**config.mk**
```make
export PLATFORM = sky130hd
export DESIGN_NAME = chan_est_top
export DESIGN_NICKNAME = d
export VERILOG_FILES = /design/src/hw/chan_est_pkg.sv /design/src/hw/tap_index_counter.sv /design/src/hw/chan_est_ctrl.sv /design/src/hw/lms_tap_update.sv /design/src/hw/chan_est_top.sv
export SDC_FILE = /design/constraint.sdc
export NUM_CORES = 2
export LEC_CHECK = 0
export BUFFER_PORTS_ARGS = -buffer_cell sky130_fd_sc_hd__buf_2
export CAP_MARGIN = 10
export CORE_UTILIZATION = 39
export CTS_CLUSTER_SIZE = 25
export DETAILED_ROUTE_END_ITERATION = 10
export PLACE_DENSITY = 0.65
export SETUP_SLACK_MARGIN = 0.05
export SLEW_MARGIN = 20
export SYNTH_ARGS = -nofsm -noshare
export SYNTH_HDL_FRONTEND = slang
export SYNTH_SLANG_ARGS = --single-unit
```
**constraint.sdc**
```tcl
create_clock -name clk -period 9.18 [get_ports clk]
set_input_delay 0.459 -clock clk [delete_from_list [all_inputs] [get_ports clk]]
set_output_delay 0.459 -clock clk [all_outputs]
set_load 0.01 [all_outputs]
```
**src/hw/chan_est_pkg.sv**
```systemverilog
package chan_est_pkg;

    // Channel model size.
    localparam int EST_DEPTH = 30;
    localparam int ERR_LANES = 32;

    // Output tap and internal accumulator widths.
    localparam int EST_W   = 11;
    localparam int ADAPT_W = 18;
    localparam int ACC_W   = EST_W + ADAPT_W;

    // Error lane width and gain shift width.
    localparam int ERR_W  = 9;
    localparam int GAIN_W = $clog2(ADAPT_W);

    // Tap position.
    localparam int TAP_IDX_W = 5;
    localparam logic [TAP_IDX_W-1:0] LAST_IDX = TAP_IDX_W'(EST_DEPTH - 1);

    // PAM4 symbol levels.
    localparam int SYM_W = 3;
    localparam logic signed [SYM_W-1:0] SYM_P3 = 3'sd3;
    localparam logic signed [SYM_W-1:0] SYM_P1 = 3'sd1;
    localparam logic signed [SYM_W-1:0] SYM_M1 = -3'sd1;
    localparam logic signed [SYM_W-1:0] SYM_M3 = -3'sd3;

    // Instruction port.
    localparam int INST_W = 3;
    localparam logic [INST_W-1:0] INST_LOAD = 3'b100;

endpackage : chan_est_pkg

```
**src/hw/tap_index_counter.sv**
```systemverilog
`timescale 1ns/1ps
`default_nettype none

module tap_index_counter
    import chan_est_pkg::*;
(
    input  wire logic                 clk,
    input  wire logic                 rst_n,
    input  wire logic                 clr,
    input  wire logic                 step,
    output logic [TAP_IDX_W-1:0]      tap_idx,
    output logic                      last_tap
);

    // Terminal flag, the one place the last tap is decoded.
    assign last_tap = (tap_idx == LAST_IDX);

    always_ff @(posedge clk or negedge rst_n) begin
        if (!rst_n) begin
            tap_idx <= '0;
        end else if (clr) begin
            tap_idx <= '0;
        end else if (step) begin
            // Wrap back to tap 0 after the last tap.
            if (last_tap) begin
                tap_idx <= '0;
            end else begin
                tap_idx <= tap_idx + 1'b1;
            end
        end
    end

endmodule : tap_index_counter

`default_nettype wire

```
**src/hw/chan_est_ctrl.sv**
```systemverilog
`timescale 1ns/1ps
`default_nettype none

module chan_est_ctrl
    import chan_est_pkg::*;
(
    input  wire logic              clk,
    input  wire logic              rst_n,
    input  wire logic              exec_inst,
    input  wire logic [INST_W-1:0] inst,
    input  wire logic              last_tap,
    output logic                   calc_en,
    output logic                   store_en,
    output logic                   sample_en,
    output logic                   load_en,
    output logic                   count_clr,
    output logic                   count_step,
    output logic                   sweep_done,
    output logic                   halted
);

    typedef enum logic [2:0] {
        RESET,
        CALC,
        STORE,
        EXEC,
        HALT
    } state_t;

    state_t state;
    state_t state_nxt;

    always_ff @(posedge clk or negedge rst_n) begin
        if (!rst_n) begin
            state <= RESET;
        end else begin
            state <= state_nxt;
        end
    end

    // Next state.
    always_comb begin
        state_nxt = state;
        case (state)
            RESET: state_nxt = exec_inst ? EXEC : CALC;
            CALC:  state_nxt = exec_inst ? EXEC : STORE;
            STORE: state_nxt = CALC;
            EXEC:  state_nxt = HALT;
            HALT:  state_nxt = exec_inst ? HALT : CALC;
            default: state_nxt = RESET;
        endcase
    end

    // Strobe decode.
    always_comb begin
        calc_en    = 1'b0;
        store_en   = 1'b0;
        sample_en  = 1'b0;
        load_en    = 1'b0;
        count_clr  = 1'b0;
        count_step = 1'b0;
        sweep_done = 1'b0;
        halted     = 1'b0;
        case (state)
            CALC: begin
                calc_en = 1'b1;
            end
            STORE: begin
                store_en   = 1'b1;
                count_step = 1'b1;
                // Snapshot taken on the store of the last tap.
                sample_en  = last_tap;
                sweep_done = last_tap;
            end
            EXEC: begin
                count_clr = 1'b1;
                // Only the load opcode has an effect.
                load_en   = (inst == INST_LOAD);
            end
            HALT: begin
                halted = 1'b1;
            end
            default: begin
                calc_en = 1'b0;
            end
        endcase
    end

endmodule : chan_est_ctrl

`default_nettype wire

```
**src/hw/lms_tap_update.sv**
```systemverilog
`timescale 1ns/1ps
`default_nettype none

module lms_tap_update
    import chan_est_pkg::*;
(
    input  wire logic                        clk,
    input  wire logic                        rst_n,
    input  wire logic signed [ERR_W-1:0]     error [ERR_LANES],
    input  wire logic signed [SYM_W-1:0]     current_bit,
    input  wire logic [GAIN_W-1:0]           gain,
    input  wire logic signed [EST_W-1:0]     load_val,
    input  wire logic [TAP_IDX_W-1:0]        load_addr,
    input  wire logic [TAP_IDX_W-1:0]        tap_idx,
    input  wire logic                        calc_en,
    input  wire logic                        store_en,
    input  wire logic                        sample_en,
    input  wire logic                        load_en,
    output logic signed [EST_W-1:0]          est_chan [EST_DEPTH]
);

    // Slicer outputs held for one sweep.
    logic signed [ERR_W-1:0] snap_err [EST_DEPTH];
    logic signed [SYM_W-1:0] snap_sym;

    // Step path.
    logic signed [ACC_W-1:0] err_ext;
    logic signed [ACC_W-1:0] err_shift;
    logic signed [ACC_W-1:0] err_x3;
    logic signed [ACC_W-1:0] step;

    // Candidate tap and the accumulator memory.
    logic signed [ACC_W-1:0] tap_decimal;
    logic signed [ACC_W-1:0] acc [EST_DEPTH];
    logic signed [ACC_W-1:0] load_acc;
    logic signed [ACC_W-1:0] acc_rel [EST_DEPTH];

    always_ff @(posedge clk or negedge rst_n) begin
        if (!rst_n) begin
            for (int i = 0; i < EST_DEPTH; i++) begin
                snap_err[i] <= '0;
            end
            snap_sym <= '0;
        end else if (sample_en) begin
            for (int i = 0; i < EST_DEPTH; i++) begin
                snap_err[i] <= error[i];
            end
            snap_sym <= current_bit;
        end
    end

    // Sign extend the selected lane before the gain shift.
    assign err_ext   = ACC_W'(snap_err[tap_idx]);
    assign err_shift = err_ext <<< gain;
    assign err_x3    = err_shift + (err_shift <<< 1);

    // Inner levels weigh three times the outer ones.
    always_comb begin
        case (snap_sym)
            SYM_P3:  step = -err_shift;
            SYM_P1:  step = -err_x3;
            SYM_M1:  step = err_x3;
            SYM_M3:  step = err_shift;
            default: step = '0;
        endcase
    end

    always_ff @(posedge clk) begin
        if (calc_en) begin
            tap_decimal <= acc[tap_idx] + step;
        end
    end

    // Load value lands on the integer part of the accumulator.
    assign load_acc = {load_val, {ADAPT_W{1'b0}}};

    always_ff @(posedge clk or negedge rst_n) begin
        if (!rst_n) begin
            for (int i = 0; i < EST_DEPTH; i++) begin
                acc[i] <= '0;
            end
        end else if (load_en) begin
            if (load_addr <= LAST_IDX) begin
                acc[load_addr] <= load_acc;
            end
        end else if (store_en) begin
            acc[tap_idx] <= tap_decimal;
        end
    end

    // Normalize against the last tap and drop the fraction bits.
    always_comb begin
        for (int i = 0; i < EST_DEPTH; i++) begin
            acc_rel[i]  = acc[i] - acc[EST_DEPTH-1];
            est_chan[i] = EST_W'(acc_rel[i] >>> ADAPT_W);
        end
    end

endmodule : lms_tap_update

`default_nettype wire

```
**src/hw/chan_est_top.sv**
```systemverilog
`timescale 1ns/1ps
`default_nettype none

module chan_est_top
    import chan_est_pkg::*;
(
    input  wire logic                        clk,
    input  wire logic                        rst_n,
    input  wire logic signed [ERR_W-1:0]     error [ERR_LANES],
    input  wire logic signed [SYM_W-1:0]     current_bit,
    input  wire logic [GAIN_W-1:0]           gain,
    input  wire logic [INST_W-1:0]           inst,
    input  wire logic                        exec_inst,
    input  wire logic signed [EST_W-1:0]     load_val,
    input  wire logic [TAP_IDX_W-1:0]        load_addr,
    output logic signed [EST_W-1:0]          est_chan [EST_DEPTH],
    output logic                             sweep_done,
    output logic                             halted
);

    logic [TAP_IDX_W-1:0] tap_idx;
    logic                 last_tap;
    logic                 calc_en;
    logic                 store_en;
    logic                 sample_en;
    logic                 load_en;
    logic                 count_clr;
    logic                 count_step;

    chan_est_ctrl u_ctrl (
        .clk        (clk),
        .rst_n      (rst_n),
        .exec_inst  (exec_inst),
        .inst       (inst),
        .last_tap   (last_tap),
        .calc_en    (calc_en),
        .store_en   (store_en),
        .sample_en  (sample_en),
        .load_en    (load_en),
        .count_clr  (count_clr),
        .count_step (count_step),
        .sweep_done (sweep_done),
        .halted     (halted)
    );

    tap_index_counter u_cnt (
        .clk      (clk),
        .rst_n    (rst_n),
        .clr      (count_clr),
        .step     (count_step),
        .tap_idx  (tap_idx),
        .last_tap (last_tap)
    );

    lms_tap_update u_lms (
        .clk         (clk),
        .rst_n       (rst_n),
        .error       (error),
        .current_bit (current_bit),
        .gain        (gain),
        .load_val    (load_val),
        .load_addr   (load_addr),
        .tap_idx     (tap_idx),
        .calc_en     (calc_en),
        .store_en    (store_en),
        .sample_en   (sample_en),
        .load_en     (load_en),
        .est_chan    (est_chan)
    );

endmodule : chan_est_top

`default_nettype wire

```
Word level (Yosys, flattened, before mapping)
Cells that the tools add are included.
{ "totals": {"wordCells": 153, "output_inout_bits": 332, "ff_bits": 1180, "input_bits": 318} }
{ "op_classes": {"n_mux": 29, "addsub": 35, "bitwise_logic": 2, "n_lt_le_gt_ge": 5, "n_eq_ne": 11, "shifts": 1, "n_reduce_logical": 6} }
{ "ops": {"columns": ["cell", "n"], "rows": [
  ["$mux W870", 3],
  ["$bwmux W870", 2],
  ["$sub A29 B29 Y29", 30],
  ["$demux W29 S5", 2],
  ["$bmux W29 S5", 1],
  ["$mux W29", 4],
  ["$pmux W29 S4", 1],
  ["$add A29 B29 Y29", 2],
  ["$neg A29 Y29", 2],
  ["$bmux W9 S5", 1],
  ["$sshl A9 B5 Y29", 1],
  ["$mux W9", 2],
  ["$mux W5", 3],
  ["$pmux W3 S5", 1],
  ["$eq A3 B3 Y1 const B", 4],
  ["$ge A6 B6 Y1 const B", 2],
  ["$lt A6 B1 Y1 const B", 2],
  ["$not A5 Y6", 2],
  ["$eq A3 B2 Y1 const B", 3],
  ["$mux W1", 7],
  ["$eq A3 B1 Y1 const B", 2],
  ["$add A5 B1 Y5 const B", 1],
  ["$eq A5 B5 Y1 const B", 1],
  ["$le A5 B5 Y1 const B", 1],
  ["other kinds (7)", 9]
]} }

Depth between registers and ports, before layout
{ "depth": {"word_depth": 9, "depth_mapped": 39, "ltp_nobuf": 34} }

Modules after synthesis
A second synthesis with hierarchy kept.
{ "unflattened": {"cells_unflattened": 8586, "area_unflattened_um2": 82238.9} }
{ "modules_own_cells": {"columns": ["module", "seq_area_each_um2", "n_inst", "cells_each", "area_each_um2"], "rows": [
  ["lms_tap_update", 29473.3, 1, 8538, 81754.7],
  ["tap_index_counter", 125.1, 1, 31, 301.5],
  ["chan_est_ctrl", 75.1, 1, 17, 182.7]
]} }

Worst setup path before layout
OpenSTA, ideal clock, no wires.
{ "synth_path": {"kind": "register to register", "from": "reg u_cnt.tap_idx[4]", "to": "reg u_lms.tap_decimal[27], data pin", "required_ps": 8914, "arrival_time_ps": 7213, "n_path_buf": 4, "stages_incl_launch_ff": 36, "setup_ps": 266, "period_less_slack_ps": 7479, "path_slack_ps": 1701, "path_cell_list": "dfrtp_1 -> buf_2 -> buf_6 -> or4b_1 -> buf_2 -> o21ai_0 -> nor4_1 -> a22o_1 -> mux2_2 -> a21oi_1 -> mux2_2 -> and2_1 -> clkbuf_1 -> inv_1 -> ha_1 -> nand3_2 -> or4_4 -> a31oi_4 -> o21ai_0 -> xnor2_1 -> or4_1 -> or3_4 -> nor2_1 -> xnor2_1 -> a22o_1 -> ha_1 -> and2_1 -> nand3_1 -> a211oi_1 -> nor2_1 -> a21oi_1 -> a21o_1 -> nand3_1 -> a21boi_0 -> o41ai_1 -> xnor2_1"} }
{ "synth_between": {"elab_chain_cells": 9, "elab_cells_between_ends": 13, "cone_classes": "add/sub: 4; shift: 1; mux: 7; bitwise: 1"} }
{ "synth_lines": {"columns": ["item", "line", "rtl"], "rows": [
  ["from (decl)", "tap_index_counter.sv:11", "output logic [TAP_IDX_W-1:0] tap_idx,"],
  ["from (signal assigned)", "tap_index_counter.sv:28", "tap_idx <= tap_idx + 1'b1;"],
  ["$not A5 Y6 (implied by the code) *", "lms_tap_update.sv:53, lms_tap_update.sv:70", null],
  ["$bmux W9 S5", "lms_tap_update.sv:53", "assign err_ext = ACC_W'(snap_err[tap_idx]);"],
  ["$mux W9 (implied by the code) (2 in series)", "lms_tap_update.sv:53", null],
  ["$sshl A9 B5 Y29", "lms_tap_update.sv:54", "assign err_shift = err_ext <<< gain;"],
  ["$add A29 B29 Y29", "lms_tap_update.sv:55", "assign err_x3 = err_shift + (err_shift <<< 1);"],
  ["$neg A29 Y29", "lms_tap_update.sv:61", "SYM_P1: step = -err_x3;"],
  ["$pmux W29 S4", "lms_tap_update.sv:59", "case (snap_sym)"],
  ["$add A29 B29 Y29 *", "lms_tap_update.sv:70", "tap_decimal <= acc[tap_idx] + step;"],
  ["to (signal assigned)", "lms_tap_update.sv:70", null],
  ["to (decl)", "lms_tap_update.sv:33", "logic signed [ACC_W-1:0] tap_decimal;"]
]} }
Every way passes the cells marked *; elsewhere a longest branch is shown, timed or not. The select of a mux whose other input is x is not followed.
A chain may end at the register's enable or synchronous reset.

Worst setup path in the final report
{ "layout_path": {"from": "reg u_cnt.tap_idx[0]", "to": "reg u_lms.tap_decimal[27], data pin"} }
Same word-level chain as after synthesis.

==> impl_metrics.env <==
export IMPL_nFillCells=19512
export IMPL_io_pins=650
export IMPL_cts_num_sinks=1180
export IMPL_timing_slew_headroom_pct=13.5
export IMPL_yosys_area_top_type="dfrtp_1"
export IMPL_yosys_warnings=0
export IMPL_fin_crit_sh_pct=95.7
export IMPL_h_tree_depth=4
export IMPL_r2r_start="u_cnt.tap_idx[0]"
export IMPL_status="finished, final reports clean"
export IMPL_antenna_found_initial=59
export IMPL_first_iter_violations=8366
export IMPL_vdd_drop_max_mv=0.968
export IMPL_dp_hpwl_um=244000
export IMPL_drc=0
export IMPL_async_flop_share_pct=97.5
export IMPL_clk_pin_slew_ns=0.06
export IMPL_wirelength_um=328000
export IMPL_critical_path_slowest_cell="nor4_1"
export IMPL_die_area_mm2=0.213
export IMPL_grt_pass1_vias=72727
export IMPL_start_util_pct=39.3
export IMPL_rsz0062_at_grt="false"
export IMPL_post_drt_via_cell_ratio=6.23
export IMPL_max_slew_worst_pin_slew_ns=1.29
export IMPL_r2r_cells=32
export IMPL_skew_ns=0.0313
export IMPL_final_min_clock_period_ns=8.79
export IMPL_ant_nets=0
export IMPL_critical_path_arrival_ns=9.31
export IMPL_synthToLayoutAreaGrowth_pct=15.8
export IMPL_synth_edf_count=29
export IMPL_power_density_mw_per_mm2=228
export IMPL_ys_seq_area_share_pct=36.0
export IMPL_drive_above_1_share_pct=17.6
export IMPL_end_kind="register"
export IMPL_routedWlPerCell_um=27.4
export IMPL_die_width_um=462
export IMPL_drt_pass1_iterations=7
export IMPL_drv_cap=0
export IMPL_p_leak_nw=42.4
export IMPL_cts_tree="yes"
export IMPL_port_buffers=620
export IMPL_grt_pass1_wl_um=478000
export IMPL_vias=74469
export IMPL_finalWorstSetupSlack_ns=0.391
export IMPL_synth_top_area_share_pct=34.9
export IMPL_min_delay_start="load_val[7]"
export IMPL_r2r_slack_ns=0.39
export IMPL_tns_ns=0
export IMPL_clock_path_buffers=3
export IMPL_final_nets=10185
export IMPL_placementRows=168
export IMPL_synth_main_ff_cell="dfrtp_1"
export IMPL_cts_root_buf="clkbuf_16"
export IMPL_worst_r2r_endpoint="u_lms.tap_decimal[27]"
export IMPL_hold_depth=3
export IMPL_cts_made_buffers=132
export IMPL_clk_latency_ns=0.81
export IMPL_utilization_pct=45.5
export IMPL_grt_usage_pct=29.9
export IMPL_min_to="u_lms.acc[576]"
export IMPL_die_height_um=462
export IMPL_synth_seq_cells=1180
export IMPL_cp_max_fo=37
export IMPL_critical_path_class="reg -> reg"
export IMPL_synth_area_top_cells="dfrtp_1 (35%), ha_1 (13%), mux4_2 (5.6%)"
export IMPL_hold_viol_final=0
export IMPL_cp_common_cell="xnor2_1"
export IMPL_syn_area_per_cell_um2=9.80
export IMPL_final_setup_viol_count=0
export IMPL_yosysUniqueCellTypes=98
export IMPL_gr_total_overflow=0
export IMPL_fmax_mhz=114
export IMPL_worstHoldPathType="in -> reg"
export IMPL_maxSlewViolCount=0
export IMPL_max_stage_delay_ns=0.75
export IMPL_syn_inst=8411
export IMPL_crit_required_ns=9.70
export IMPL_start_kind="register"
export IMPL_place_congestion=0.977
export IMPL_pre_cts_ws_ns=0.230
export IMPL_core_area_mm2=0.210
export IMPL_synth_area_mm2=0.0824
export IMPL_grt_max_degree=174
==> sequential cells by signal, indices dropped and copies added, names as in the netlist <==
name,flops
u_lms.acc,870
u_ctrl.state,3
u_cnt.tap_idx,5
u_lms.snap_sym,3
u_lms.tap_decimal,29
u_lms.snap_err,270
==> Yosys cell counts (all sizes together) (39+ instances only) <==
master and number:
nand2 1175, dfrtp 1151, ha 870, o21ai 547
o31ai 528, clkbuf 515, a22oi 355, nor2 329
a21oi 298, mux2 276, xnor2 213, mux4 206
a21o 177, mux2i 173, xor2 151, inv 130
o22ai 118, o21a 105, nand3 100, buf 94
nor3 85, and2 74, a31oi 69, nand2b 58
and3 52, nor2b 48, or3 46, a211oi 40
nor4 39
==> power breakdown <==
| part | internal [mW] | total, mW | switching (mW) | leakage [nW] |
|---|---|---|---|---|
| clock network | 3.06 | 5.47 | 2.41 | 2.13 |
| registers | 5.54 | 5.86 | 0.319 | 16.3 |
| logic | 3.44 | 10.4 | 7.00 | 24.0 |
==> per-layer routing <==
| layer | GRT usage (%) | part of all wire, % | routed length, um | vias to the layer above |
|---|---|---|---|---|
| met4 | 17.7 | 6.7 | 22000 | 44 |
| met2 | 46.5 | 45 | 147000 | 4190 |
| li1 | - | - | - | 32629 |
| met3 | 8.04 | 10 | 33900 | 980 |
| met5 | 0 | 0.086 | 283 | - |
| met1 | 37.1 | 38 | 125000 | 36626 |
==> cells in the final DEF (no fill, tap or decap), drive strengths merged, types with 206 or more instances in the layout <==
cell type,n
mux2,276
nand2,1175
a21oi,298
dlygate4sd3,279
buf,770
nor2,329
o21ai,547
a22oi,355
o31ai,528
dfrtp,1151
ha,870
xnor2,213
mux4,206
==> critical path: cells and delay by family (launching register included) <==
kind / cells / cell delay [ns]
XOR/XNOR: 3 / 0.41
adder cells (fa/ha/maj): 2 / 0.64
AO/OA/AOI/OAI: 10 / 1.92
AND/OR/NAND/NOR: 11 / 3.33
flip-flops: 1 / 0.57
multiplexers: 4 / 1.07
buffers and inverters: 2 / 0.54
==> metrics by stage <==
step / instances / power [mW] / hold slack [ns] / cell area (um2)
6_report: 11955 / 21.8 / 0.0377 / 95500
5_1_grt: 11943 / 22.5 / 0.0308 / 95500
4_1_cts: 11899 / 21.3 / 0.00358 / 95100
3_5_place_dp: 11385 / 15.8 / 0.486 / 88000
3_3_place_gp: 11385 / 15.7 / 0.471 / 88000
2_1_floorplan: 8421 / 11.5 / 0.163 / 82500
==> worst max-delay path by stage <==
stage	cells past startpoint	from	slack, ns	to
2_1_floorplan	35	u_cnt.tap_idx[4]	1.70	u_lms.tap_decimal[27]
3_3_place_gp	30	u_cnt.tap_idx[3]	0.42	u_lms.tap_decimal[27]
3_5_place_dp	30	u_cnt.tap_idx[3]	0.23	u_lms.tap_decimal[27]
4_1_cts	30	u_cnt.tap_idx[3]	0.22	u_lms.tap_decimal[27]
5_1_grt	32	u_cnt.tap_idx[4]	0.05	u_lms.tap_decimal[27]
6_report	32	u_cnt.tap_idx[0]	0.39	u_lms.tap_decimal[27]
==> layout make-up <==
class	instances	area [um2]	share of cell area (%)
inverters	131	492	0.515
diodes	54	135	0.142
well taps	2805	3510	3.68
flip-flops and latches	1180	29700	31.1
multi-input cells	6501	50100	52.5
clock buffers	193	3820	4.01
repair buffers	1049	7240	7.59
clock inverters	42	499	0.523
==> kinds of logic (layout without fill, tap and decap cells) <==
kind of cell	after synthesis	in the layout	synth area share, %
AO/OA/AOI/OAI	2494	2494	20.2
XOR/XNOR	364	364	3.87
adder cells (fa/ha/maj)	872	872	13.3
buffers and inverters	740	1415	3.66
flip-flops	1180	1180	36.0
multiplexers	655	655	11.5
other	1	65	0.00455
AND/OR/NAND/NOR	2105	2105	11.5
==> what timing repair did <==
| action | in CTS | in global routing |
|---|---|---|
| endpoints found under the hold margin | 387 | 0 |
| gates resized for setup | 0 | 14 |
| hold buffers | 279 | 0 |
| endpoints found under the setup margin | 0 | 7 |
| buffers inserted | 0 | 1 |
Power figures use the tool's default switching activity.
